==> src/design/core_types_pkg.sv <==
// Core type definitions
// Machine word and index widths, physical register file size,
// the halt encoding and the retire error status codes
package core_types_pkg;

  //////////////////////////////
  // Widths
  //////////////////////////////
  typedef logic [63:0] data_t;      // Machine word
  typedef logic [31:0] inst_t;      // Instruction word
  typedef logic [5:0]  preg_idx_t;  // Physical register index
  typedef logic [4:0]  areg_idx_t;  // Architectural register index
  typedef logic [3:0]  status_t;
  typedef logic [3:0]  count_t;     // Retired per cycle

  // Physical register file
  localparam int PRF_SIZE = 64;

  // Hardwired zero, never written
  localparam preg_idx_t ZERO_PRF = 6'd63;

  // Halt instruction encoding
  localparam inst_t HALT_INST = 32'h0000_0555;

  //////////////////////////////
  // Error status codes
  //////////////////////////////
  localparam status_t NO_ERROR          = 4'd0;
  localparam status_t HALTED_ON_HALT    = 4'd1;
  localparam status_t HALTED_ON_ILLEGAL = 4'd2;

endpackage
==> src/design/pipe_bus_pkg.sv <==
// Pipeline bus structures
// Common data bus, issue request and issue slot, and the
// retire and commit slots seen at the back of the core
package pipe_bus_pkg;

  import core_types_pkg::*;

  // One completed result on the CDB
  typedef struct packed {
    logic      valid;
    preg_idx_t tag;
    data_t     value;
  } cdb_t;

  // Instruction leaving the reservation station
  typedef struct packed {
    logic      valid;
    preg_idx_t prega;
    preg_idx_t pregb;
    preg_idx_t pdest;
  } issue_req_t;

  // One slot of the issue register
  typedef struct packed {
    logic      valid;
    preg_idx_t pdest;
    data_t     a_value;
    data_t     b_value;
  } issue_t;

  // Slot retiring from the ROB
  typedef struct packed {
    logic      valid;
    logic      illegal;
    inst_t     ir;
    data_t     npc;
    preg_idx_t pdest;
    areg_idx_t adest;
  } retire_t;

  // Architectural commit report
  typedef struct packed {
    logic      wr_en;
    areg_idx_t wr_idx;
    data_t     wr_data;
    data_t     npc;
    inst_t     ir;
  } commit_t;

endpackage

==> src/design/operand_read.sv <==
// Operand read stage
// Reads both source operands of every issue way from the register
// file, bypasses results from the CDB, and loads the issue register.
// Latency is one cycle. Flush or reset drops every issue valid.
module operand_read #(
  parameter int WAYS = 2
) (
  input  logic                                   clock,
  input  logic                                   rst_n,
  input  logic                                   flush,
  input  pipe_bus_pkg::issue_req_t  [WAYS-1:0]   issue_req,
  input  pipe_bus_pkg::cdb_t        [WAYS-1:0]   cdb,
  output core_types_pkg::preg_idx_t [2*WAYS-1:0] rf_idx,
  input  core_types_pkg::data_t     [2*WAYS-1:0] rf_data,
  output pipe_bus_pkg::issue_t      [WAYS-1:0]   issue
);

  import core_types_pkg::*;
  import pipe_bus_pkg::*;

  data_t     [WAYS-1:0] a_next;
  data_t     [WAYS-1:0] b_next;
  logic      [WAYS-1:0] valid_q;
  preg_idx_t [WAYS-1:0] pdest_q;
  data_t     [WAYS-1:0] a_q;
  data_t     [WAYS-1:0] b_q;

  // Zero reg first, then lowest matching CDB way, then the file
  function automatic data_t pick_operand(input preg_idx_t idx, input data_t rf_value,
                                         input cdb_t [WAYS-1:0] bus);
    data_t value;
    value = rf_value;
    for (int w = WAYS-1; w >= 0; w--)  // Walk down so way 0 wins
    begin
      if (bus[w].valid && (bus[w].tag == idx))
        value = bus[w].value;
    end
    if (idx == ZERO_PRF)
      value = '0;
    return value;
  endfunction

  //////////////////////////////
  // Register file reads
  //////////////////////////////
  for (genvar w = 0; w < WAYS; w++)
  begin : g_rd
    assign rf_idx[2*w]   = issue_req[w].prega;
    assign rf_idx[2*w+1] = issue_req[w].pregb;
  end

  always_comb
  begin
    for (int w = 0; w < WAYS; w++)
    begin
      a_next[w] = pick_operand(issue_req[w].prega, rf_data[2*w], cdb);
      b_next[w] = pick_operand(issue_req[w].pregb, rf_data[2*w+1], cdb);
    end
  end

  //////////////////////////////
  // Issue register
  //////////////////////////////
  always_ff @(posedge clock or negedge rst_n)
  begin
    if (!rst_n)
      valid_q <= '0;
    else if (flush)
      valid_q <= '0;  // Mispredict squash
    else
    begin
      for (int w = 0; w < WAYS; w++)
        valid_q[w] <= issue_req[w].valid;
    end
  end

  // Payload only, qualified by valid_q
  always_ff @(posedge clock)
  begin
    for (int w = 0; w < WAYS; w++)
    begin
      pdest_q[w] <= issue_req[w].pdest;
      a_q[w]     <= a_next[w];
      b_q[w]     <= b_next[w];
    end
  end

  always_comb
  begin
    for (int w = 0; w < WAYS; w++)
    begin
      issue[w].valid   = valid_q[w];
      issue[w].pdest   = pdest_q[w];
      issue[w].a_value = a_q[w];
      issue[w].b_value = b_q[w];
    end
  end

endmodule

==> config.mk <==
export PLATFORM = sky130hd
export DESIGN_NAME = operand_read
export DESIGN_NICKNAME = d
export VERILOG_FILES = /design/src/design/core_types_pkg.sv /design/src/design/pipe_bus_pkg.sv /design/src/design/operand_read.sv
export SDC_FILE = /design/constraint.sdc
export NUM_CORES = 1
export LEC_CHECK = 0
export BUFFER_PORTS_ARGS = -buffer_cell sky130_fd_sc_hd__buf_2
export CAP_MARGIN = 20
export CORE_AREA = 2 2 288 290
export CTS_BUF_LIST = sky130_fd_sc_hd__clkbuf_16
export CTS_CLUSTER_SIZE = 40
export DETAILED_ROUTE_END_ITERATION = 16
export DIE_AREA = 0 0 290 292
export GPL_TIMING_DRIVEN = 0
export PLACE_DENSITY_LB_ADDON = 0.3
export SLEW_MARGIN = 0
export SYNTH_ARGS = -nofsm -noshare
export SYNTH_HDL_FRONTEND = slang
export SYNTH_SLANG_ARGS = --single-unit
==> constraint.sdc <==
create_clock -name clock -period 0.8 [get_ports clock]
set_input_delay 0.04 -clock clock [delete_from_list [all_inputs] [get_ports clock]]
set_output_delay 0.04 -clock clock [all_outputs]
set_load 0.1 [all_outputs]
# --- Word level (Yosys, flattened, before mapping) ---
# Index checks and enable logic that the tools add are counted.
totals:
  out_inout_bits: 294
  regBits: 270
  wordCells: 36
  inputBits: 439
op_classes:
  mux: 9
  eq_ne: 12
  n_reduce_logical: 8
op_table:
  columns: ["operator", "count"]
  rows:
  - ["two-way mux 64 bit", 8]
  - ["equality test 6 bit", 8]
  - ["equality test 6 bit, second input constant", 4]
  - ["logical AND 1 bit", 8]
  - ["two-way mux 2 bit", 1]

# --- Logic depth before layout (Yosys ltp) ---
# Gate-level depths: netlist (run 1).
depth:
  word_depth: 4
  depth_mapped: 8
  mapped_depth_nobuf: 5

# --- Worst setup path before layout (run 1) ---
# Ideal clock, no wire load.
synth_path:
  path_kind: "input to register"
  startpoint: "input port cdb[140] (netlist name)"
  endpoint: "register a_q, in the netlist issue[113]"
  path_stages: 8
  required_time_ps: 663
  setup_ps: 137
  n_path_buf: 3
  path_slack_ps: -704
  arrival_ps: 1367
  cell_sequence: "buf_6 -> xnor2_1 -> nand3_1 -> or4_1 -> buf_6 -> buf_8 -> nand2_1 -> a31oi_1"
synth_via:
  elab_chain_cells: 4
synth_rtl:
  columns: ["item", "line", "rtl"]
  rows:
  - ["start, declared", "operand_read.sv:12", "input pipe_bus_pkg::cdb_t [WAYS-1:0] cdb,"]
  - ["equality test 6 bit", "operand_read.sv:35", "if (bus[w].valid && (bus[w].tag == idx))"]
  - ["logical AND 1 bit", "operand_read.sv:35", null]
  - ["two-way mux 64 bit (2 in a row)", "operand_read.sv:35", null]
  - ["end signal, assigned by index", "operand_read.sv:83", "a_q[w] <= a_next[w];"]
  - ["end, declared", "operand_read.sv:25", "data_t [WAYS-1:0] a_q;"]
# Every way passes these cells.
# A chain may end at the register's enable or synchronous reset.

# --- Worst setup path in the final report (run 1) ---
layout_path:
  startpoint: "input port issue_req[30] (netlist name)"
  endpoint: "register b_q, in the netlist issue[164]"
layout_via:
  elab_chain_cells: 4
  word_cells_on_any_way: 7
  cone_classes: "3 x eq/ne; 2 x mux; 2 x reduce/logical"
layout_rtl:
  columns: ["item", "line", "rtl"]
  rows:
  - ["start, declared", "operand_read.sv:11", "input pipe_bus_pkg::issue_req_t [WAYS-1:0] issue_req,"]
  - ["equality test 6 bit", "operand_read.sv:35", null]
  - ["logical AND 1 bit", "operand_read.sv:35", null]
  - ["two-way mux 64 bit (2 in a row)", "operand_read.sv:35", null]
  - ["end signal, assigned by index", "operand_read.sv:84", "b_q[w] <= b_next[w];"]
  - ["end, declared", "operand_read.sv:26", "data_t [WAYS-1:0] b_q;"]
# Parallel ways exist; a longest one is shown, timed or not.

==> results.toml, run 1 <==
[yosys]
synthXorXnorAreaFrac_pct = 3.410
syn-num-nets = 2007
yosysSeqAreaShare_pct = 43.93
synth-simple-area-share_pct = 20.14
avgSynthCellArea_um2 = 7.862
synth_area_leaders = "dfxtp_1 (44%), a31oi_1 (13%), nand3_1 (11%)"
syn_area_um2 = 12330
synth-async-reset-ratio_pct = 0.7407
synthMuxAreaShare_pct = 0
yosys.area.top_type = "dfxtp_1"
synth_edf_count = 0
synth_top_family_by_area = "compound AO/OA/AOI/OAI gates"
ys_ff_latch = 270
syn_inst = 1568
yosysMostFrequentCell = "dfxtp_1"
synth_common_cells = "dfxtp_1 (268), nand3_1 (264), nand2_1 (260), a31oi_1 (256), o21ai_0 (256)"
synth-adder-area-share_pct = 0
ys_warn_count = 0
yosysTopAreaCellShare_pct = 43.52
ys_types = 20
synthFlopType = "dfxtp_1"
synth_compound_area_share_pct = 23.38

[timing]
period_share_pct = 162.2
setup_violations = 527
worstMarginPinSlew_ns = 0.7913
slew_viol_final = 0
clock.fmax_mhz = 770.8
whs_ns = 0.1312
worst_slack_ns = -0.4973
slew_headroom_pct = 47.25
final_hold_viol_count = 0
fin_crit_ns = 1.297
grt_setup_unrepaired = "true"
fin_setup_tns_ns = -178.46

[grt]
grt_pass1_wl_mm = 148.1
antenna_found_initial = 19
grt_overflow_total = 0
grt_use_total_pct = 24.19
grt_max_degree = 14
grt_pass1_vias = 19836

[hold_path]
hold_end = "issue[263]"
hp-start = "issue_req[19]"
worstHoldPathType = "in -> reg"
hold_path_depth = 2

[critical_path]
path_delay_family = "buffers and inverters"
path_depth = 8
crit_arrival_ns = 1.70
critPathKind = "in -> reg"
critPathBufInv = 4
worst_setup_path_end_kind = "flip-flop"
path_cells = "buf_8 > buf_4 > and4_1 > nand3_2 > buf_16 > clkbuf_2 > o21ai_1 > a31oi_4"
cpMaxStageDelayCell = "nand3_2"
crit_required_ns = 1.21
crit_fanout = 10
slowest_delay_ns = 0.35
start_kind = "input port"

[drt]
viasPerCell = 4.886
wl_met1_mm = 42.26
wl_mm = 109.6
highest_layer = "met5"
wl_met2_mm = 52.09
drtAntennaViolNets = 0
met3_length_mm = 8.984
num_vias = 19206
drtIter0Drc = 1366
wl_per_cell_um = 27.87
drc = 0
first_pass_iters = 5

[cts]
clk_pin_slew_ns = 0.06
cts_root_buf = "clkbuf_16"
htree_levels = 2
cts_tree = "built"
numCtsBuffers = 38
cts_buffer_depth = 3
cts_num_sinks = 270

[floorplanning]
die_x_um = 290
row_count = 105
placeableCoreArea_um2 = 81580
num_io_pins = 733
start_util_pct = 15.11
dieHeight_um = 292
die_area_um2 = 84680

[pwr]
p_per_area_nw_per_um2 = 1600
leakage_nw = 14.04
ir_drop_mv = 1.380

[place]
port_buffers = 725
hpwl_mm = 72.10
pre_cts_ws_ns = -1.863
placement.cell_area_um2 = 17880
finalWeightedCongestion = 0.9206

[status]
violations = "setup timing"
status = "finished, violations left"

[layout]
syn2layout_area_growth_pct = 168.7
fin_nets = 3265
final_layout_size_suffix_gt1_share_pct = 61.61
nFillCells = 7575
final_area_um2 = 33130

[run]
drv_cap = 0
[layout by cell type (no fill, tap or decap), types with 82 or more instances in the layout]
master / n
o21ai_2: 82
o21ai_1: 101
nand3_1: 256
nand2_4: 115
a31oi_1: 197
buf_2: 429
dlygate4sd3_1: 401
nand2_2: 111
dfxtp_2: 265
buf_12: 324
[per-layer routing]
metal / GRT usage (%) / up-vias
met1: 28.81 / 9308
met4: 11.88 / 16
li1: - / 8243
met3: 6.021 / 369
met5: 0 / -
met2: 40.56 / 1270
[sequential cells by signal, summed over array words and instances (netlist names)]
register / cells
issue: 268
valid_q: 2
[cells by family (layout without fill, tap and decap cells)]
logic type / count (synthesis) / after routing
and+or+nand+nor: 546 / 546
AOI/OAI and AO/OA: 512 / 512
DFF: 270 / 270
buffers and inverters: 192 / 1476
xor gates and xnor gates: 48 / 48
other: 0 / 9
[worst max-delay path by stage]
stage / startpoint / endpoint / slack (ns)
floorplan: cdb[139] / issue[121] / -0.67
global placement: issue_req[7] / issue[62] / -2.58
detailed placement: issue_req[14] / issue[74] / -1.86
CTS: valid_q[0] / issue[134] / -0.43
global route: issue_req[6] / issue[31] / -0.49
finish: issue_req[30] / issue[164] / -0.50
[what timing repair did]
action | 4_1_cts | 5_1_grt
pin swaps | 237 | 257
hold buffers | 401 | 0
hold endpoints to repair | 272 | 0
gates cloned | 45 | 8
gates resized for setup | 1909 | 522
setup buffers | 34 | 7
endpoints found under the setup margin | 528 | 528
[report_power, final]
part | switching [mW] | internal [mW]
sequential | 0.853 | 14.7
clock | 7.17 | 10.4
combinational | 12.0 | 7.88
[per-stage QoR]
stage | utilization [%] | power [mW] | cells
after floorplan | - | 24.36 | 1568
after global placement | 21.66 | 28.12 | 3363
after detailed placement | 21.92 | 28.18 | 3371
after CTS | 38.11 | 52.19 | 3916
after global routing | 40.59 | 54.29 | 3926
final | 40.60 | 53.01 | 3931
[final cells by class]
type                    instances  area (um^2)  share of cell area (%)
plain buffers                 190         2240                   6.761
well taps                    1070         1339                   4.042
flip-flops and latches        270         5761                   17.39
clock buffers                  39        975.9                   2.946
repair buffers               1219        13790                   41.63
multi-input cells            1106         8732                   26.36
inverters                       1        3.754                 0.01133
clock inverters                27        262.8                  0.7932
diodes                          9        22.52                 0.06799
No activity file was read; power rests on OpenSTA's default activity.
==> run 2: changes to the inputs <==
--- a/config.mk
+++ b/config.mk
@@ -7,11 +7,11 @@
 export LEC_CHECK = 0
 export BUFFER_PORTS_ARGS = -buffer_cell sky130_fd_sc_hd__buf_2
 export CAP_MARGIN = 20
-export CORE_AREA = 2 2 288 290
+export CORE_AREA = 2 2 287 289
 export CTS_BUF_LIST = sky130_fd_sc_hd__clkbuf_16
 export CTS_CLUSTER_SIZE = 40
 export DETAILED_ROUTE_END_ITERATION = 16
-export DIE_AREA = 0 0 290 292
+export DIE_AREA = 0 0 289 291
 export GPL_TIMING_DRIVEN = 0
 export PLACE_DENSITY_LB_ADDON = 0.3
 export SLEW_MARGIN = 0
==> constraint.sdc (replaced) <==
create_clock -name clock -period 1.51 [get_ports clock]
set_input_delay 0.0755 -clock clock [delete_from_list [all_inputs] [get_ports clock]]
set_output_delay 0.0755 -clock clock [all_outputs]
set_load 0.1 [all_outputs]
==> run 2 against run 1 <==
Against the previous run: clock power down 52%; final cell count down 2.1%; via count down 6.1%; final area down 31%; worst hold slack better by 0.027 ns; sequential cell count unchanged; critical endpoint is now issue[2]; wire length down 15%; setup slack better by 0.43 ns; the run still ends with setup timing left; sequential power down 50%; die area down 0.69%; sequential share of layout area up 6.2 points; critical path type unchanged.
==> results.toml, run 2 (synthesized netlist as in run 1, its figures left out) <==
[status]
status = "finished, violations left"
violations = "setup timing"

[timing]
slew_headroom_pct = 43.93
worst_slack_ns = -0.06507
setup_violations = 2
slew_viol_final = 0
fin_setup_tns_ns = -0.08237
worstMarginPinSlew_ns = 0.8411
grt_setup_unrepaired = "true"
final_hold_viol_count = 0
period_share_pct = 104.3
whs_ns = 0.1582
clock.fmax_mhz = 634.9
fin_crit_ns = 1.575

[pwr]
p_per_area_nw_per_um2 = 1053
finalPower_mw = 24.13
leakage_nw = 10.53
ir_drop_mv = 0.7159

[floorplanning]
dieHeight_um = 291
num_io_pins = 733
start_util_pct = 15.18
row_count = 105
die_x_um = 289
die_area_um2 = 84100
placeableCoreArea_um2 = 81190

[place]
hpwl_mm = 70.11
finalWeightedCongestion = 0.8914
port_buffers = 725

[layout]
mostFrequentLayoutCells = "buf_2 (751), dlygate4sd3_1 (401), dfxtp_1 (268)"
syn2layout_area_growth_pct = 85.91
layout_commonest_cell = "buf_2"
largest_reg_flops = 268
fin_nets = 3187
final_layout_size_suffix_gt1_share_pct = 34.13

[critical_path]
crit_fanout = 10
start_kind = "input port"
crit_required_ns = 1.93
worst_setup_path_end_kind = "flip-flop"
crit_arrival_ns = 1.99
critPathKind = "in -> reg"

[drt]
drtIter0Drc = 1477
wl_mm = 92.65
num_vias = 18032
wl_per_cell_um = 24.07
drtAntennaViolNets = 0
first_pass_iters = 5
drc = 0
viasPerCell = 4.685

[cts]
clk_pin_slew_ns = 0.07
cts_root_buf = "clkbuf_16"
cts_buffer_depth = 3
numCtsBuffers = 36
cts_tree = "built"
cts_num_sinks = 270
htree_levels = 2

[grt]
grt_overflow_total = 0
antenna_found_initial = 15
grt_pass1_wl_mm = 128.3
grt_max_degree = 13
grt_use_total_pct = 21.02
grt_pass1_vias = 18101

[hold_path]
worstHoldPathType = "in -> reg"

[run]
drv_cap = 0
==> run 2: cell count changes in the layout (fill, tap and decap cells not counted), moves of 99 or more <==
cell | previous run | this run
buf_2 | 429 | 751
dfxtp_1 | 0 | 268
o21ai_1 | 101 | 2
buf_12 | 324 | 3
nand2_1 | 34 | 256
o21ai_0 | 51 | 253
dfxtp_2 | 265 | 0
nand2_2 | 111 | 4
nand2_4 | 115 | 0
==> run 2: per-stage QoR <==
| stage | utilization, % | instances | worst slack (ns) | area (um^2) |
|---|---|---|---|---|
| after detailed placement | 21.61 | 3371 | -1.006 | 17540 |
| final | 28.23 | 3849 | -0.06507 | 22920 |
| after global placement | 21.40 | 3363 | -1.727 | 17370 |
| after CTS | 28.17 | 3846 | 0.009240 | 22870 |
| after global routing | 28.22 | 3847 | -0.04033 | 22910 |
| after floorplan | - | 1568 | -0.006446 | 12410 |
==> run 2: cell type report <==
class / instances / area (um^2)
plain buffers: 190 / 1207
multi-input cells: 1106 / 5893
inverters: 1 / 3.754
clock buffers: 38 / 950.9
flip-flops and latches: 270 / 5415
fillers: 8877 / 58270
well taps: 1070 / 1339
clock inverters: 27 / 185.2
repair buffers: 1143 / 7915
diodes: 4 / 10.01
==> run 2: critical path, cell delays in order <==
cell      delay [ns]
clkbuf_1        0.20
clkbuf_2        0.49
clkbuf_1        0.69
nand3_1         0.14
a31oi_1         0.38
==> run 2: worst paths after layout <==
check,endpoint,cells past startpoint,startpoint,slack (ns)
max in group asynchronous,valid_q[1],3,rst_n,0.99
worst min-delay path,issue[266],2,issue_req[22],0.16
worst max-delay path,issue[2],5,cdb[141],-0.07
min in group asynchronous,valid_q[0],3,rst_n,0.39
==> run 2: layer usage <==
| layer | GRT usage [%] | share of wire, % |
|---|---|---|
| met1 | 25.40 | 40 |
| met2 | 35.24 | 47 |
| met3 | 5.180 | 8.9 |
| met4 | 8.863 | 4.7 |
| met5 | 0 | 0.089 |
==> run 2: report_power, final <==
part,internal (mW),switching [mW]
Combinational,1.95,5.87
Sequential,7.64,0.139
Clock,4.89,3.64
==> run 2: repair_timing <==
item | in CTS | in global routing
hold buffers | 401 | 0
pin swaps | 4 | 0
hold endpoints to repair | 272 | 0
buffers inserted | 9 | 0
setup endpoints to repair | 210 | 152
gates resized for setup | 38 | 57
