$ cat src/design/core_types_pkg.sv
// Core type definitions
// Machine word and index widths, physical register file size,
// the halt encoding and the retire error status codes
package core_types_pkg;

  //////////////////////////////
  // Widths
  //////////////////////////////
  typedef logic [63:0] data_t;      // Machine word
  typedef logic [31:0] inst_t;      // Instruction word
  typedef logic [5:0]  preg_idx_t;  // Physical register index
  typedef logic [4:0]  areg_idx_t;  // Architectural register index
  typedef logic [3:0]  status_t;
  typedef logic [3:0]  count_t;     // Retired per cycle

  // Physical register file
  localparam int PRF_SIZE = 64;

  // Hardwired zero, never written
  localparam preg_idx_t ZERO_PRF = 6'd63;

  // Halt instruction encoding
  localparam inst_t HALT_INST = 32'h0000_0555;

  //////////////////////////////
  // Error status codes
  //////////////////////////////
  localparam status_t NO_ERROR          = 4'd0;
  localparam status_t HALTED_ON_HALT    = 4'd1;
  localparam status_t HALTED_ON_ILLEGAL = 4'd2;

endpackage
$ cat src/design/pipe_bus_pkg.sv
// Pipeline bus structures
// Common data bus, issue request and issue slot, and the
// retire and commit slots seen at the back of the core
package pipe_bus_pkg;

  import core_types_pkg::*;

  // One completed result on the CDB
  typedef struct packed {
    logic      valid;
    preg_idx_t tag;
    data_t     value;
  } cdb_t;

  // Instruction leaving the reservation station
  typedef struct packed {
    logic      valid;
    preg_idx_t prega;
    preg_idx_t pregb;
    preg_idx_t pdest;
  } issue_req_t;

  // One slot of the issue register
  typedef struct packed {
    logic      valid;
    preg_idx_t pdest;
    data_t     a_value;
    data_t     b_value;
  } issue_t;

  // Slot retiring from the ROB
  typedef struct packed {
    logic      valid;
    logic      illegal;
    inst_t     ir;
    data_t     npc;
    preg_idx_t pdest;
    areg_idx_t adest;
  } retire_t;

  // Architectural commit report
  typedef struct packed {
    logic      wr_en;
    areg_idx_t wr_idx;
    data_t     wr_data;
    data_t     npc;
    inst_t     ir;
  } commit_t;

endpackage

$ cat src/design/retire_report.sv
// Retire report
// Builds the architectural commit report of each retiring slot,
// counts the completed instructions and derives the halt or illegal
// status. Purely combinational.
module retire_report #(
  parameter int WAYS = 2
) (
  input  pipe_bus_pkg::retire_t     [WAYS-1:0] retire,
  output core_types_pkg::preg_idx_t [WAYS-1:0] rf_idx,
  input  core_types_pkg::data_t     [WAYS-1:0] rf_data,
  output pipe_bus_pkg::commit_t     [WAYS-1:0] commit,
  output core_types_pkg::count_t               completed_insts,
  output core_types_pkg::status_t              error_status
);

  import core_types_pkg::*;

  logic [WAYS-1:0] is_halt;
  logic [WAYS-1:0] is_illegal;

  for (genvar w = 0; w < WAYS; w++)
  begin : g_flags
    assign is_halt[w]    = retire[w].valid && (retire[w].ir == HALT_INST);
    assign is_illegal[w] = retire[w].valid && retire[w].illegal;
  end

  //////////////////////////////
  // Commit slots
  //////////////////////////////
  always_comb
  begin
    for (int w = 0; w < WAYS; w++)
    begin
      rf_idx[w]         = retire[w].pdest;   // Value at pdest for writeback
      commit[w].wr_en   = retire[w].valid && (retire[w].pdest != ZERO_PRF);
      commit[w].wr_idx  = retire[w].adest;
      commit[w].wr_data = rf_data[w];
      commit[w].npc     = retire[w].npc;
      commit[w].ir      = retire[w].ir;
    end
  end

  //////////////////////////////
  // Completed count and status
  //////////////////////////////

  // Valid slots older than the first illegal one
  always_comb
  begin : count_scan
    logic stop;
    completed_insts = '0;
    stop = 1'b0;
    for (int w = 0; w < WAYS; w++)
    begin
      if (is_illegal[w])
        stop = 1'b1;
      else if (retire[w].valid && !stop)
        completed_insts = completed_insts + count_t'(1);
    end
  end

  // First qualifying slot from way 0 decides, halt ahead of illegal
  always_comb
  begin : status_scan
    logic found;
    error_status = NO_ERROR;
    found = 1'b0;
    for (int w = 0; w < WAYS; w++)
    begin
      if (!found && (is_halt[w] || is_illegal[w]))
      begin
        found = 1'b1;
        error_status = is_halt[w] ? HALTED_ON_HALT : HALTED_ON_ILLEGAL;
      end
    end
  end

endmodule

$ cat config.mk
export PLATFORM = sky130hd
export DESIGN_NAME = retire_report
export DESIGN_NICKNAME = d
export VERILOG_FILES = /design/src/design/core_types_pkg.sv /design/src/design/pipe_bus_pkg.sv /design/src/design/retire_report.sv
export SDC_FILE = /design/constraint.sdc
export NUM_CORES = 1
export LEC_CHECK = 0
export BUFFER_PORTS_ARGS = -buffer_cell sky130_fd_sc_hd__buf_2
export CELL_PAD_IN_SITES_DETAIL_PLACEMENT = 0
export CELL_PAD_IN_SITES_GLOBAL_PLACEMENT = 1
export CORE_AREA = 2 2 272 274
export DETAILED_ROUTE_END_ITERATION = 16
export DIE_AREA = 0 0 274 276
export PLACE_DENSITY_LB_ADDON = 0.1
export SYNTH_ARGS = -nofsm -noshare
export SYNTH_HDL_FRONTEND = slang
export SYNTH_SLANG_ARGS = --single-unit
$ cat constraint.sdc
create_clock -name vclk -period 1.35
set_input_delay 0.135 -clock vclk [all_inputs]
set_output_delay 0.135 -clock vclk [all_outputs]
set_load 0.01 [all_outputs]
# Yosys cells after proc, flatten, opt, wreduce, memory -nomap -nowiden
# Cells that the tools add are included.
# op_classes
n_addsub	1
eq_ne	4
n_mux	10
reduce_logical	12
# ops
operator	count
32-bit by 11-bit equality test with 1-bit output, second input constant	2
4-bit 2-to-1 mux	4
6-bit inequality test, second input constant	2
1-bit logical AND	8
4-bit by 1-bit adder with 4-bit output, second input constant	1
1-bit 2-to-1 mux	4
2-bit 2-to-1 mux	2
1-bit logical NOT	2
1-bit logical OR	2
# totals
ff_bits	0
in_bits	346
out_inout_bits	352
wordCells	27

# Longest topological paths before layout
# Gate-level depths: netlist of the first run.
# logic_depth
depth_word	7
ltp_mapped	4
depth_no_buf	4

# Worst setup path after synthesis of the first run
# No wires, ideal clock.
# synth_path
kind	input to output
from	input port retire[80] (netlist name)
to	output port error_status[0]
arrival_ns	0.937
required_ns	1.215
path_slack_ns	0.278
stages	4
path_buffers	0
cell_sequence	and4bb_2 -> nand4_1 -> nor4_2 -> or2_1
# synth_via
elab_chain_cells	7
elab_cells_between_ends	9
cone_classes	eq/ne: 1; mux: 4; reduce/logical: 4
# synth_rtl
item	line	source
start, declared	retire_report.sv:8	input pipe_bus_pkg::retire_t [WAYS-1:0] retire,
32-bit by 11-bit equality test with 1-bit output *	retire_report.sv:23	assign is_halt[w] = retire[w].valid && (retire[w].ir == HALT_INST);
1-bit logical AND *	retire_report.sv:23	
1-bit logical OR	retire_report.sv:70	if (!found && (is_halt[w] || is_illegal[w]))
1-bit 2-to-1 mux	retire_report.sv:70	
1-bit logical NOT	retire_report.sv:70	
1-bit logical AND	retire_report.sv:70	
4-bit 2-to-1 mux *	retire_report.sv:70	
end, declared	retire_report.sv:13	output core_types_pkg::status_t error_status
# Every way passes the cells marked *; elsewhere a longest branch is shown, timed or not.

# Worst setup path in the final report of the first run
# layout_path
from	input port retire[189] (netlist name)
to	output port error_status[0]
# layout_via
elab_chain_cells	5
elab_cells_between_ends	6
cone_classes	eq/ne: 1; mux: 2; reduce/logical: 3
# layout_rtl
item	line
32-bit by 11-bit equality test with 1-bit output *	retire_report.sv:23
1-bit logical AND *	retire_report.sv:23
1-bit logical OR	retire_report.sv:70
1-bit logical AND	retire_report.sv:70
4-bit 2-to-1 mux *	retire_report.sv:70
# Marks and branches as above.

==> out/metrics.cfg, run 1 <==
[route]
firstDrtPassIters = 4
drc_errors = 0
vias_per_cell = 1.40
num_vias = 1685
drt_iter0_markers = 26
detail_route.wirelength_mm = 13.3
avgRoutedWirePerCell_um = 11.0
drtAntennaViolNets = 0

[pwr]
ir_drop_mv = 0.0477
leakage_nw = 0.981
total_power_w = 0.000547
p_per_area_nw_per_um2 = 199

[setup_path]
worstPathRequired_ns = 1.22
path_buf_inv = 4
cp.arrival_ns = 1.57
worst_setup_path_start_kind = input pin
path_max_fanout = 2
cp_common_cell = buf_6
cp_cell_sequence = buf_8 > nor4bb_4 > buf_4 > nand4_1 > buf_6 > nor3_4 > or2_1 > buf_6
crit_type = in2out
max_stage_delay_ns = 0.35
cp-end-kind = output pin
crit_path_top_delay_cell = nor4bb_4
crit_start = retire[189]
path_delay_family = simple AND/OR/NAND/NOR gates

[logic_synthesis]
synth_top_family_by_area = buffers and inverters
synth_cells = 387
ys_types = 21
netlist_area_um2 = 2880
synth_compound_area_share_pct = 1.04
synth-simple-area-share_pct = 7.86
yosys_warnings = 0
synth-adder-area-share_pct = 0.434
synth.area.mux_share_pct = 0.391
avgSynthCellArea_um2 = 7.45
synthXorXnorAreaFrac_pct = 0
yosysSeqAreaShare_pct = 0

[timing]
setup_ws_ns = -0.358
rsz0062_at_grt = yes
relSlewSlack_pct = 66.2
worst_pin_slew_ns = 0.507
slew_viol_final = 0
setup_violations = 2
fin_crit_ns = 1.71
finalHoldViolCount = 0
fmax_mhz = 585
timing.final.crit_share_pct = 127

[finish]
seqCellArea_um2 = 0
design_area_um2 = 2740
area_delta_synth_final_pct = -4.82
layout.nets = 595
clkbuf_count = 0
final_util_pct = 3.78
n_sequential_cell = 0
antennaDiodeCount = 0
drive_gt1_share_pct = 87.8

[global_routing]
busiest_layer = met2
use_met2_pct = 5.18
grt_pass1_wl_mm = 15.8
grt_pass1_vias = 1800
grt_use_met3_pct = 2.25
grt_max_degree = 5
antenna_found_initial = 0
grt_overflow = 0
grt_use_met1_pct = 2.06
gr-usage-all-layers_pct = 3.11

[placement]
post_dp_cell_area_um2 = 2610
port_buffers = 162
dpl_worst_slack_ns = -1.16
gp_congestion = 0.597

[floorplanning]
die_h_um = 276
die_x_um = 274
core-area_um2 = 72600
fp-row-count = 99
die_area_um2 = 75600
start_util_pct = 3.97
pin_count = 698

[run_status]
status = complete, but fails checks
violations = setup timing

[run]
maxCapViolCount = 0

[worst_hold_path]
holdCritStartpoint = rf_data[35]
min_path_type = in2out

==> synth_stat cells <==
library cell | n | area, um^2
a211oi_1 | 1 | 7.51
a21boi_0 | 1 | 7.51
and2_1 | 1 | 6.26
and4bb_2 | 1 | 12.5
buf_4 | 346 | 2600
conb_1 | 1 | 3.75
ha_1 | 1 | 12.5
mux2_2 | 1 | 11.3
nand2_1 | 6 | 22.5
nand3_1 | 1 | 5.00
nand4_1 | 5 | 31.3
nor2_1 | 2 | 7.51
nor2b_1 | 1 | 6.26
nor3_1 | 1 | 5.00
nor4_1 | 8 | 50.1
nor4_2 | 1 | 12.5
nor4b_2 | 1 | 15.0
nor4bb_1 | 4 | 40.0
o21a_1 | 2 | 15.0
or2_1 | 1 | 6.26
or3_1 | 1 | 6.26
==> report_power, final <==
group          switching [W]  internal [W]
clock                      0             0
combinational       0.000269      0.000278
sequential                 0             0
total               0.000269      0.000278
==> cell type report <==
type | instances | area (um^2)
Fill cell | 8731 | 69800
Multi-Input combinational cell | 44 | 390
Tap cell | 959 | 1200
Timing Repair Buffer | 202 | 1150
==> stage by stage <==
step                setup TNS [ns]  instances  hold slack, ns
global placement             -2.55       1204           0.270
detailed placement           -2.58       1204           0.270
floorplan                        0        390           0.362
finish                      -0.695       1205           0.270
CTS                         -0.950       1205           0.270
global route                 -1.07       1205           0.270
==> cell usage in the layout, fill, tap and decap left out, drive strengths merged, types with 2 or more instances in the layout <==
| master | netlist | routed |
|---|---|---|
| buf | 346 | 202 |
| nor4 | 9 | 9 |
| nand2 | 6 | 6 |
| nand4 | 5 | 5 |
| conb | 1 | 4 |
| nor4bb | 4 | 4 |
| o21a | 2 | 2 |
| nor2 | 2 | 2 |
==> logic make-up after synthesis <==
family,count (synthesis)
AO/OA/AOI/OAI,4
buffers and inverters,346
multiplexers,1
adder cells (fa/ha/maj),1
other,1
AND/OR/NAND/NOR,34
==> per-layer routing <==
layer / share of wire [%] / up-vias
met5: 0 / -
met4: 13 / 0
met3: 21 / 112
met2: 43 / 347
met1: 23 / 642
li1: - / 584
==> worst paths after layout <==
| kind | end | slack, ns | cells after the start |
|---|---|---|---|
| worst max-delay path | error_status[0] | -0.36 | 8 |
| worst min-delay path | commit[131] | 0.27 | 0 |
==> timing repair <==
item | in CTS | in global routing
setup buffers | 1 | 0
hold buffers | 0 | 0
pin swaps | 5 | 1
gates resized for setup | 26 | 0
setup endpoints to repair | 4 | 2
(Power assumes the default switching activity.)
==> inputs of run 2 (changes only) <==
--- a/config.mk
+++ b/config.mk
@@ -13,3 +13,3 @@
 export DIE_AREA = 0 0 274 276
-export PLACE_DENSITY_LB_ADDON = 0.1
+export PLACE_DENSITY = 0.45
 export SYNTH_ARGS = -nofsm -noshare
==> constraint.sdc (replaced) <==
create_clock -name vclk -period 1.35
set_input_delay 0.135 -clock vclk [all_inputs]
set_output_delay 0.135 -clock vclk [all_outputs]
set_load 0.1 [all_outputs]
==> out/metrics.cfg, run 2 (synthesis gave the netlist of run 1 again) <==
[timing]
setup_violations = 2  ; unchanged
fmax_mhz = 650  ; was 585 MHz
finalHoldViolCount = 0  ; unchanged
slew_viol_final = 0  ; unchanged
relSlewSlack_pct = 61.1  ; was 66.2%
rsz0062_at_grt = yes  ; unchanged
worst_pin_slew_ns = 0.587  ; was 0.507 ns
setup_ws_ns = -0.188  ; was -0.358 ns
fin_crit_ns = 1.54  ; was 1.71 ns
timing.final.crit_share_pct = 114  ; was 127%
hold-worst-slack_ns = 0.270  ; about the same

[pwr]
p_per_area_nw_per_um2 = 542  ; was 199 nW/um^2
total_power_w = 0.00152  ; was 0.000547 W
comb_power_share_pct = 100.0  ; about the same
ir_drop_mv = 0.232  ; was 0.0477 mV
leakage_nw = 0.971  ; was 0.981 nW
seqPwrFrac_pct = 0  ; about the same
swShare_pct = 79.5  ; was 49.1%
p_sw_w = 0.00121  ; was 0.000269 W
clockPowerShare_pct = 0  ; about the same
p_int_w = 0.000313  ; was 0.000278 W

[floorplanning]
core-area_um2 = 72600  ; unchanged
die_h_um = 276  ; unchanged
die_area_um2 = 75600  ; unchanged
fp-row-count = 99  ; unchanged
pin_count = 698  ; unchanged
die_x_um = 274  ; unchanged
start_util_pct = 3.97  ; unchanged

[finish]
layout.nets = 583  ; was 595
area_delta_synth_final_pct = -2.34  ; was -4.82%
n_sequential_cell = 0  ; unchanged
num-fill-cells = 8650  ; was 8731
layout_commonest_cell = buf_2  ; unchanged
design_area_um2 = 2810  ; was 2740 um^2
seqCellArea_um2 = 0  ; unchanged
clkbuf_count = 0  ; unchanged
final_cell_mix = buf_2, buf_4, buf_12  ; was buf_2, buf_4, nand2_1
drive_gt1_share_pct = 88.9  ; was 87.8%
multiInputGateArea_um2 = 412  ; was 390 um^2

[placement]
post_dp_cell_area_um2 = 2660  ; was 2610 um^2
port_buffers = 162  ; unchanged
gp_congestion = 0.539  ; was 0.597
dpl.hpwl_mm = 11.3

[clocking]
cts_hold_buf = 0  ; unchanged

[route]
vias_per_cell = 1.41  ; was 1.40
drc_errors = 0  ; unchanged
firstDrtPassIters = 2  ; was 4
drt_iter0_markers = 28  ; was 26
num_vias = 1683  ; was 1685
detail_route.wirelength_mm = 13.2  ; was 13.3 mm
drtAntennaViolNets = 0  ; unchanged
avgRoutedWirePerCell_um = 11.0  ; about the same

[global_routing]
grt_overflow = 0  ; unchanged
grt_pass1_wl_mm = 15.1  ; was 15.8 mm
gr-usage-all-layers_pct = 2.97  ; was 3.11%
antenna_found_initial = 1  ; was 0
grt_pass1_vias = 1783  ; was 1800
grt_max_degree = 6  ; was 5

[run_status]
violations = setup timing  ; unchanged
status = complete, but fails checks  ; unchanged

[setup_path]
worst_setup_path_start_kind = input pin  ; unchanged
cp-end-kind = output pin  ; unchanged
crit_type = in2out  ; unchanged
path_delay_family = simple AND/OR/NAND/NOR gates  ; unchanged
max_stage_delay_ns = 0.27  ; was 0.35 ns
crit_path_top_delay_cell = and4bb_2  ; was nor4bb_4
cp.arrival_ns = 1.40  ; was 1.57 ns
path_buf_inv = 3  ; was 4
cp_cell_sequence = buf_2 > and4bb_2 > nand4_1 > nor4_4 > buf_4 > or2_4 > buf_12  ; was buf_8 > nor4bb_4 > buf_4 > nand4_1 > buf_6 > nor3_4 > or2_1 > buf_6
worstPathRequired_ns = 1.22  ; about the same
path_max_fanout = 2  ; unchanged

[worst_hold_path]
holdCritStartpoint = rf_data[35]  ; unchanged
hold-path-endpoint = commit[131]  ; unchanged
min_path_type = in2out  ; unchanged
hold_path_depth = 0  ; unchanged

[run]
maxCapViolCount = 0  ; unchanged

-- run 2: layout make-up --
class / instances / share of cell area (%)
well taps: 959 / 42.6
repair buffers: 190 / 42.6
multi-input cells: 44 / 14.6
diodes: 1 / 0.0889
-- run 2: worst max path at each step --
stage | startpoint | endpoint | depth (start not counted)
after floorplan | retire[80] | error_status[1] | 4
after global placement | retire[195] | error_status[0] | 7
after detailed placement | retire[195] | error_status[0] | 7
after CTS | retire[86] | error_status[0] | 7
after global routing | retire[82] | error_status[0] | 7
final | retire[80] | error_status[0] | 7
-- run 2: power groups by stage --
stage / sequential [W] / combinational, W / clock, W
after CTS: 0 / 0.00152 / 0
after global placement: 0 / 0.00150 / 0
final: 0 / 0.00152 / 0.0000000000991
after detailed placement: 0 / 0.00149 / 0
after global routing: 0 / 0.00158 / 0.0000000000990
after floorplan: 0 / 0.00495 / 0
-- run 2: routing by layer --
metal / track usage, % / part of all wire (%) / vias to the layer above
met5: 0 / 0 / -
met4: 4.50 / 17 / 0
met3: 2.46 / 23 / 130
met2: 5.01 / 43 / 382
met1: 1.28 / 17 / 613
li1: - / - / 558
-- run 2: metrics by stage --
| step | setup TNS [ns] | setup slack [ns] | util (%) | std cells |
|---|---|---|---|---|
| after floorplan | -0.166 | -0.112 | - | 390 |
| after global routing | -0.455 | -0.261 | 3.88 | 1194 |
| final | -0.317 | -0.188 | 3.88 | 1194 |
| after detailed placement | -0.965 | -0.338 | 3.66 | 1192 |
| after global placement | -0.978 | -0.352 | 3.66 | 1192 |
| after CTS | -0.391 | -0.225 | 3.78 | 1192 |
-- run 2: what timing repair did --
action / CTS / global route
setup endpoints to repair: 4 / 3
pin swaps: 7 / 6
resized for setup: 17 / 10
endpoints found under the hold margin: 0 / 0
setup buffers: 0 / 1
==> inputs of run 3 (changes only) <==
ABC_AREA = 1   (was default)
CORE_AREA = 2 2 273 275   (was 2 2 272 274)
DIE_AREA = 0 0 275 277   (was 0 0 274 276)
==> out/metrics.cfg, run 3 <==
[global_routing]
grt_max_degree = 4  ; was 6
grt_overflow = 0  ; unchanged
gr-usage-all-layers_pct = 3.39  ; was 2.97%
grt_pass1_vias = 1822  ; was 1783
antenna_found_initial = 7  ; was 1
grt_pass1_wl_mm = 16.6  ; was 15.1 mm

[logic_synthesis]
yosysSeqAreaShare_pct = 0  ; unchanged
netlist_area_um2 = 3060  ; was 2880 um^2
synthXorXnorAreaFrac_pct = 0  ; unchanged
synth-adder-area-share_pct = 0.408  ; was 0.434%
synth-simple-area-share_pct = 10.1  ; was 7.86%
synth_compound_area_share_pct = 0.449  ; was 1.04%
yosys_warnings = 0  ; unchanged
yosys-top-cells-area = buf_4, inv_1, nand2_1, nor2_1, nand4_1  ; was buf_4, nor4_1, nor4bb_1, nand4_1, nand2_1
avgSynthCellArea_um2 = 6.76  ; was 7.45 um^2
yosysTopAreaCell = buf_4  ; unchanged
synth_cells = 453  ; was 387
ys_types = 18  ; was 21
synth_most_common_cell = buf_4  ; unchanged
synth.area.mux_share_pct = 0  ; was 0.391%
yosys-top-cells-count = buf_4, inv_1, nand2_1, nor2_1, nand4_1  ; was buf_4, nor4_1, nand2_1, nand4_1, nor4bb_1
yosysTopAreaCellShare_pct = 84.8  ; was 90.1%
synth_top_family_by_area = buffers and inverters  ; unchanged

[route]
firstDrtPassIters = 2  ; unchanged
drc_errors = 0  ; unchanged
detail_route.wirelength_mm = 14.6  ; was 13.2 mm
avgRoutedWirePerCell_um = 11.5  ; was 11.0 um
drt_iter0_markers = 25  ; was 28
num_vias = 1830  ; was 1683
drtAntennaViolNets = 0  ; unchanged
vias_per_cell = 1.45  ; was 1.41

[pwr]
ir_drop_mv = 0.244  ; was 0.232 mV
p_int_w = 0.000291  ; was 0.000313 W
leakage_nw = 1.12  ; was 0.971 nW
comb_power_share_pct = 100.0  ; about the same
p_sw_w = 0.00123  ; was 0.00121 W
p_per_area_nw_per_um2 = 515  ; was 542 nW/um^2
swShare_pct = 80.8  ; was 79.5%
total_power_w = 0.00152  ; about the same
clockPowerShare_pct = 0  ; about the same
seqPwrFrac_pct = 0  ; about the same

[timing]
rsz0062_at_grt = yes  ; unchanged
worst_pin_slew_ns = 0.559  ; was 0.587 ns
timing.final.crit_share_pct = 98.7  ; was 114%
slew_viol_final = 0  ; unchanged
finalHoldViolCount = 0  ; unchanged
relSlewSlack_pct = 63.0  ; was 61.1%
fin_crit_ns = 1.33  ; was 1.54 ns
hold-worst-slack_ns = 0.270  ; unchanged
fmax_mhz = 751  ; was 650 MHz
setup_ws_ns = 0.0177  ; was -0.188 ns
setup_violations = 0  ; was 2

[setup_path]
crit_type = in2out  ; unchanged
worstPathRequired_ns = 1.22  ; about the same
worst_setup_path_start_kind = input pin  ; unchanged
cp-end-kind = output pin  ; unchanged
path_max_fanout = 2  ; unchanged
cp.arrival_ns = 1.20  ; was 1.40 ns

[worst_hold_path]
hold_path_depth = 0  ; unchanged
hold-path-endpoint = commit[202]  ; was commit[131]
min_path_type = in2out  ; unchanged
holdCritStartpoint = retire[124]  ; was rf_data[35]

[finish]
layout.nets = 641  ; was 583
n_sequential_cell = 0  ; unchanged
final_util_pct = 4.01  ; was 3.88%
design_area_um2 = 2950  ; was 2810 um^2
seqCellArea_um2 = 0  ; unchanged
final_cell_mix = buf_2, nand2_1, inv_1, buf_4, nor2_1  ; was buf_2, buf_4, buf_12
area_delta_synth_final_pct = -3.80  ; was -2.34%
clkbuf_count = 0  ; unchanged
num-fill-cells = 8810  ; was 8650
drive_gt1_share_pct = 73.6  ; was 88.9%
layout_commonest_cell = buf_2  ; unchanged

[placement]
gp_congestion = 0.606  ; was 0.539
port_buffers = 162  ; unchanged
dpl_worst_slack_ns = -0.439  ; was -0.338 ns
dpl.hpwl_mm = 13.2  ; was 11.3 mm
post_dp_cell_area_um2 = 2810  ; was 2660 um^2

[run_status]
status = finished clean  ; was complete, but fails checks

[floorplanning]
start_util_pct = 4.16  ; was 3.97%
die_x_um = 275  ; was 274 um
pin_count = 698  ; unchanged
die_area_um2 = 76200  ; was 75600 um^2
core-area_um2 = 73600  ; was 72600 um^2
fp-row-count = 100  ; was 99
die_h_um = 277  ; was 276 um

[clocking]
cts_hold_buf = 0  ; unchanged

[run]
maxCapViolCount = 0  ; unchanged

## run 3: changes by cell type in the layout (fill, tap and decap cells not counted), moves of 3 or more
cell	before	now
inv_1	0	24
nand2_2	1	5
nand2_1	5	26
nor2_4	0	6
nor4_2	4	0
buf_6	5	12
nor4_1	4	0
buf_2	146	143
nor2_1	2	15
nor2_2	0	6
inv_2	0	9
buf_4	29	19
## run 3: cell families after synthesis
family / after synthesis
and+or+nand+nor: 69
other: 1
buffers and inverters: 380
adders and majority gates: 1
AOI/OAI and AO/OA: 2
## run 3: through the flow
step,TNS [ns],std cells
final,0,1264
after global routing,-0.158,1262
after CTS,-0.0443,1261
after detailed placement,-0.848,1260
after global placement,-0.997,1260
after floorplan,0,456
## run 3: cell type report
| type | count | area [um^2] | share of cell area (%) |
|---|---|---|---|
| Inverter | 34 | 128 | 4.33 |
| Antenna cell | 3 | 7.51 | 0.255 |
| Multi-Input combinational cell | 76 | 447 | 15.2 |
| Tap cell | 969 | 1210 | 41.1 |
| Timing Repair Buffer | 182 | 1150 | 39.1 |
## run 3: power by group through the flow
| stage | clock, W | combinational (W) | sequential [W] |
|---|---|---|---|
| floorplan | 0 | 0.00498 | 0 |
| global placement | 0 | 0.00150 | 0 |
| detailed placement | 0 | 0.00150 | 0 |
| CTS | 0 | 0.00153 | 0 |
| global route | 0.000000000100 | 0.00158 | 0 |
| finish | 0.000000000250 | 0.00152 | 0 |
## run 3: routing by layer
layer | GRT usage (%) | vias to the layer above | part of all wire, %
met5 | 0 | - | 0.28
met4 | 4.42 | 6 | 15
met3 | 3.38 | 132 | 26
met2 | 4.76 | 354 | 37
met1 | 2.17 | 661 | 21
li1 | - | 677 | -
## run 3: how the worst max path moves through the flow
stage	startpoint	cells past startpoint	endpoint
floorplan	retire[207]	7	error_status[1]
global placement	retire[108]	8	error_status[1]
detailed placement	retire[108]	8	error_status[1]
CTS	retire[92]	9	error_status[1]
global route	retire[86]	11	error_status[1]
finish	retire[203]	12	error_status[1]
## run 3: repair_timing
| item | 4_1_cts | 5_1_grt |
|---|---|---|
| pin swaps | 20 | 7 |
| endpoints found under the hold margin | 0 | 0 |
| buffers inserted | 2 | 0 |
| gates resized for setup | 35 | 4 |
| endpoints found under the setup margin | 2 | 2 |
## run 3: worst max-delay path, cell delays in order
cell and delay, ns:
buf_2 0.11, inv_2 0.04, nand2_2 0.06, nor2_4 0.11, buf_6 0.11, nand2_1 0.05
nor2_1 0.09, buf_4 0.13, nand3_4 0.06, nand2_4 0.09, nor2_4 0.05, buf_12 0.15
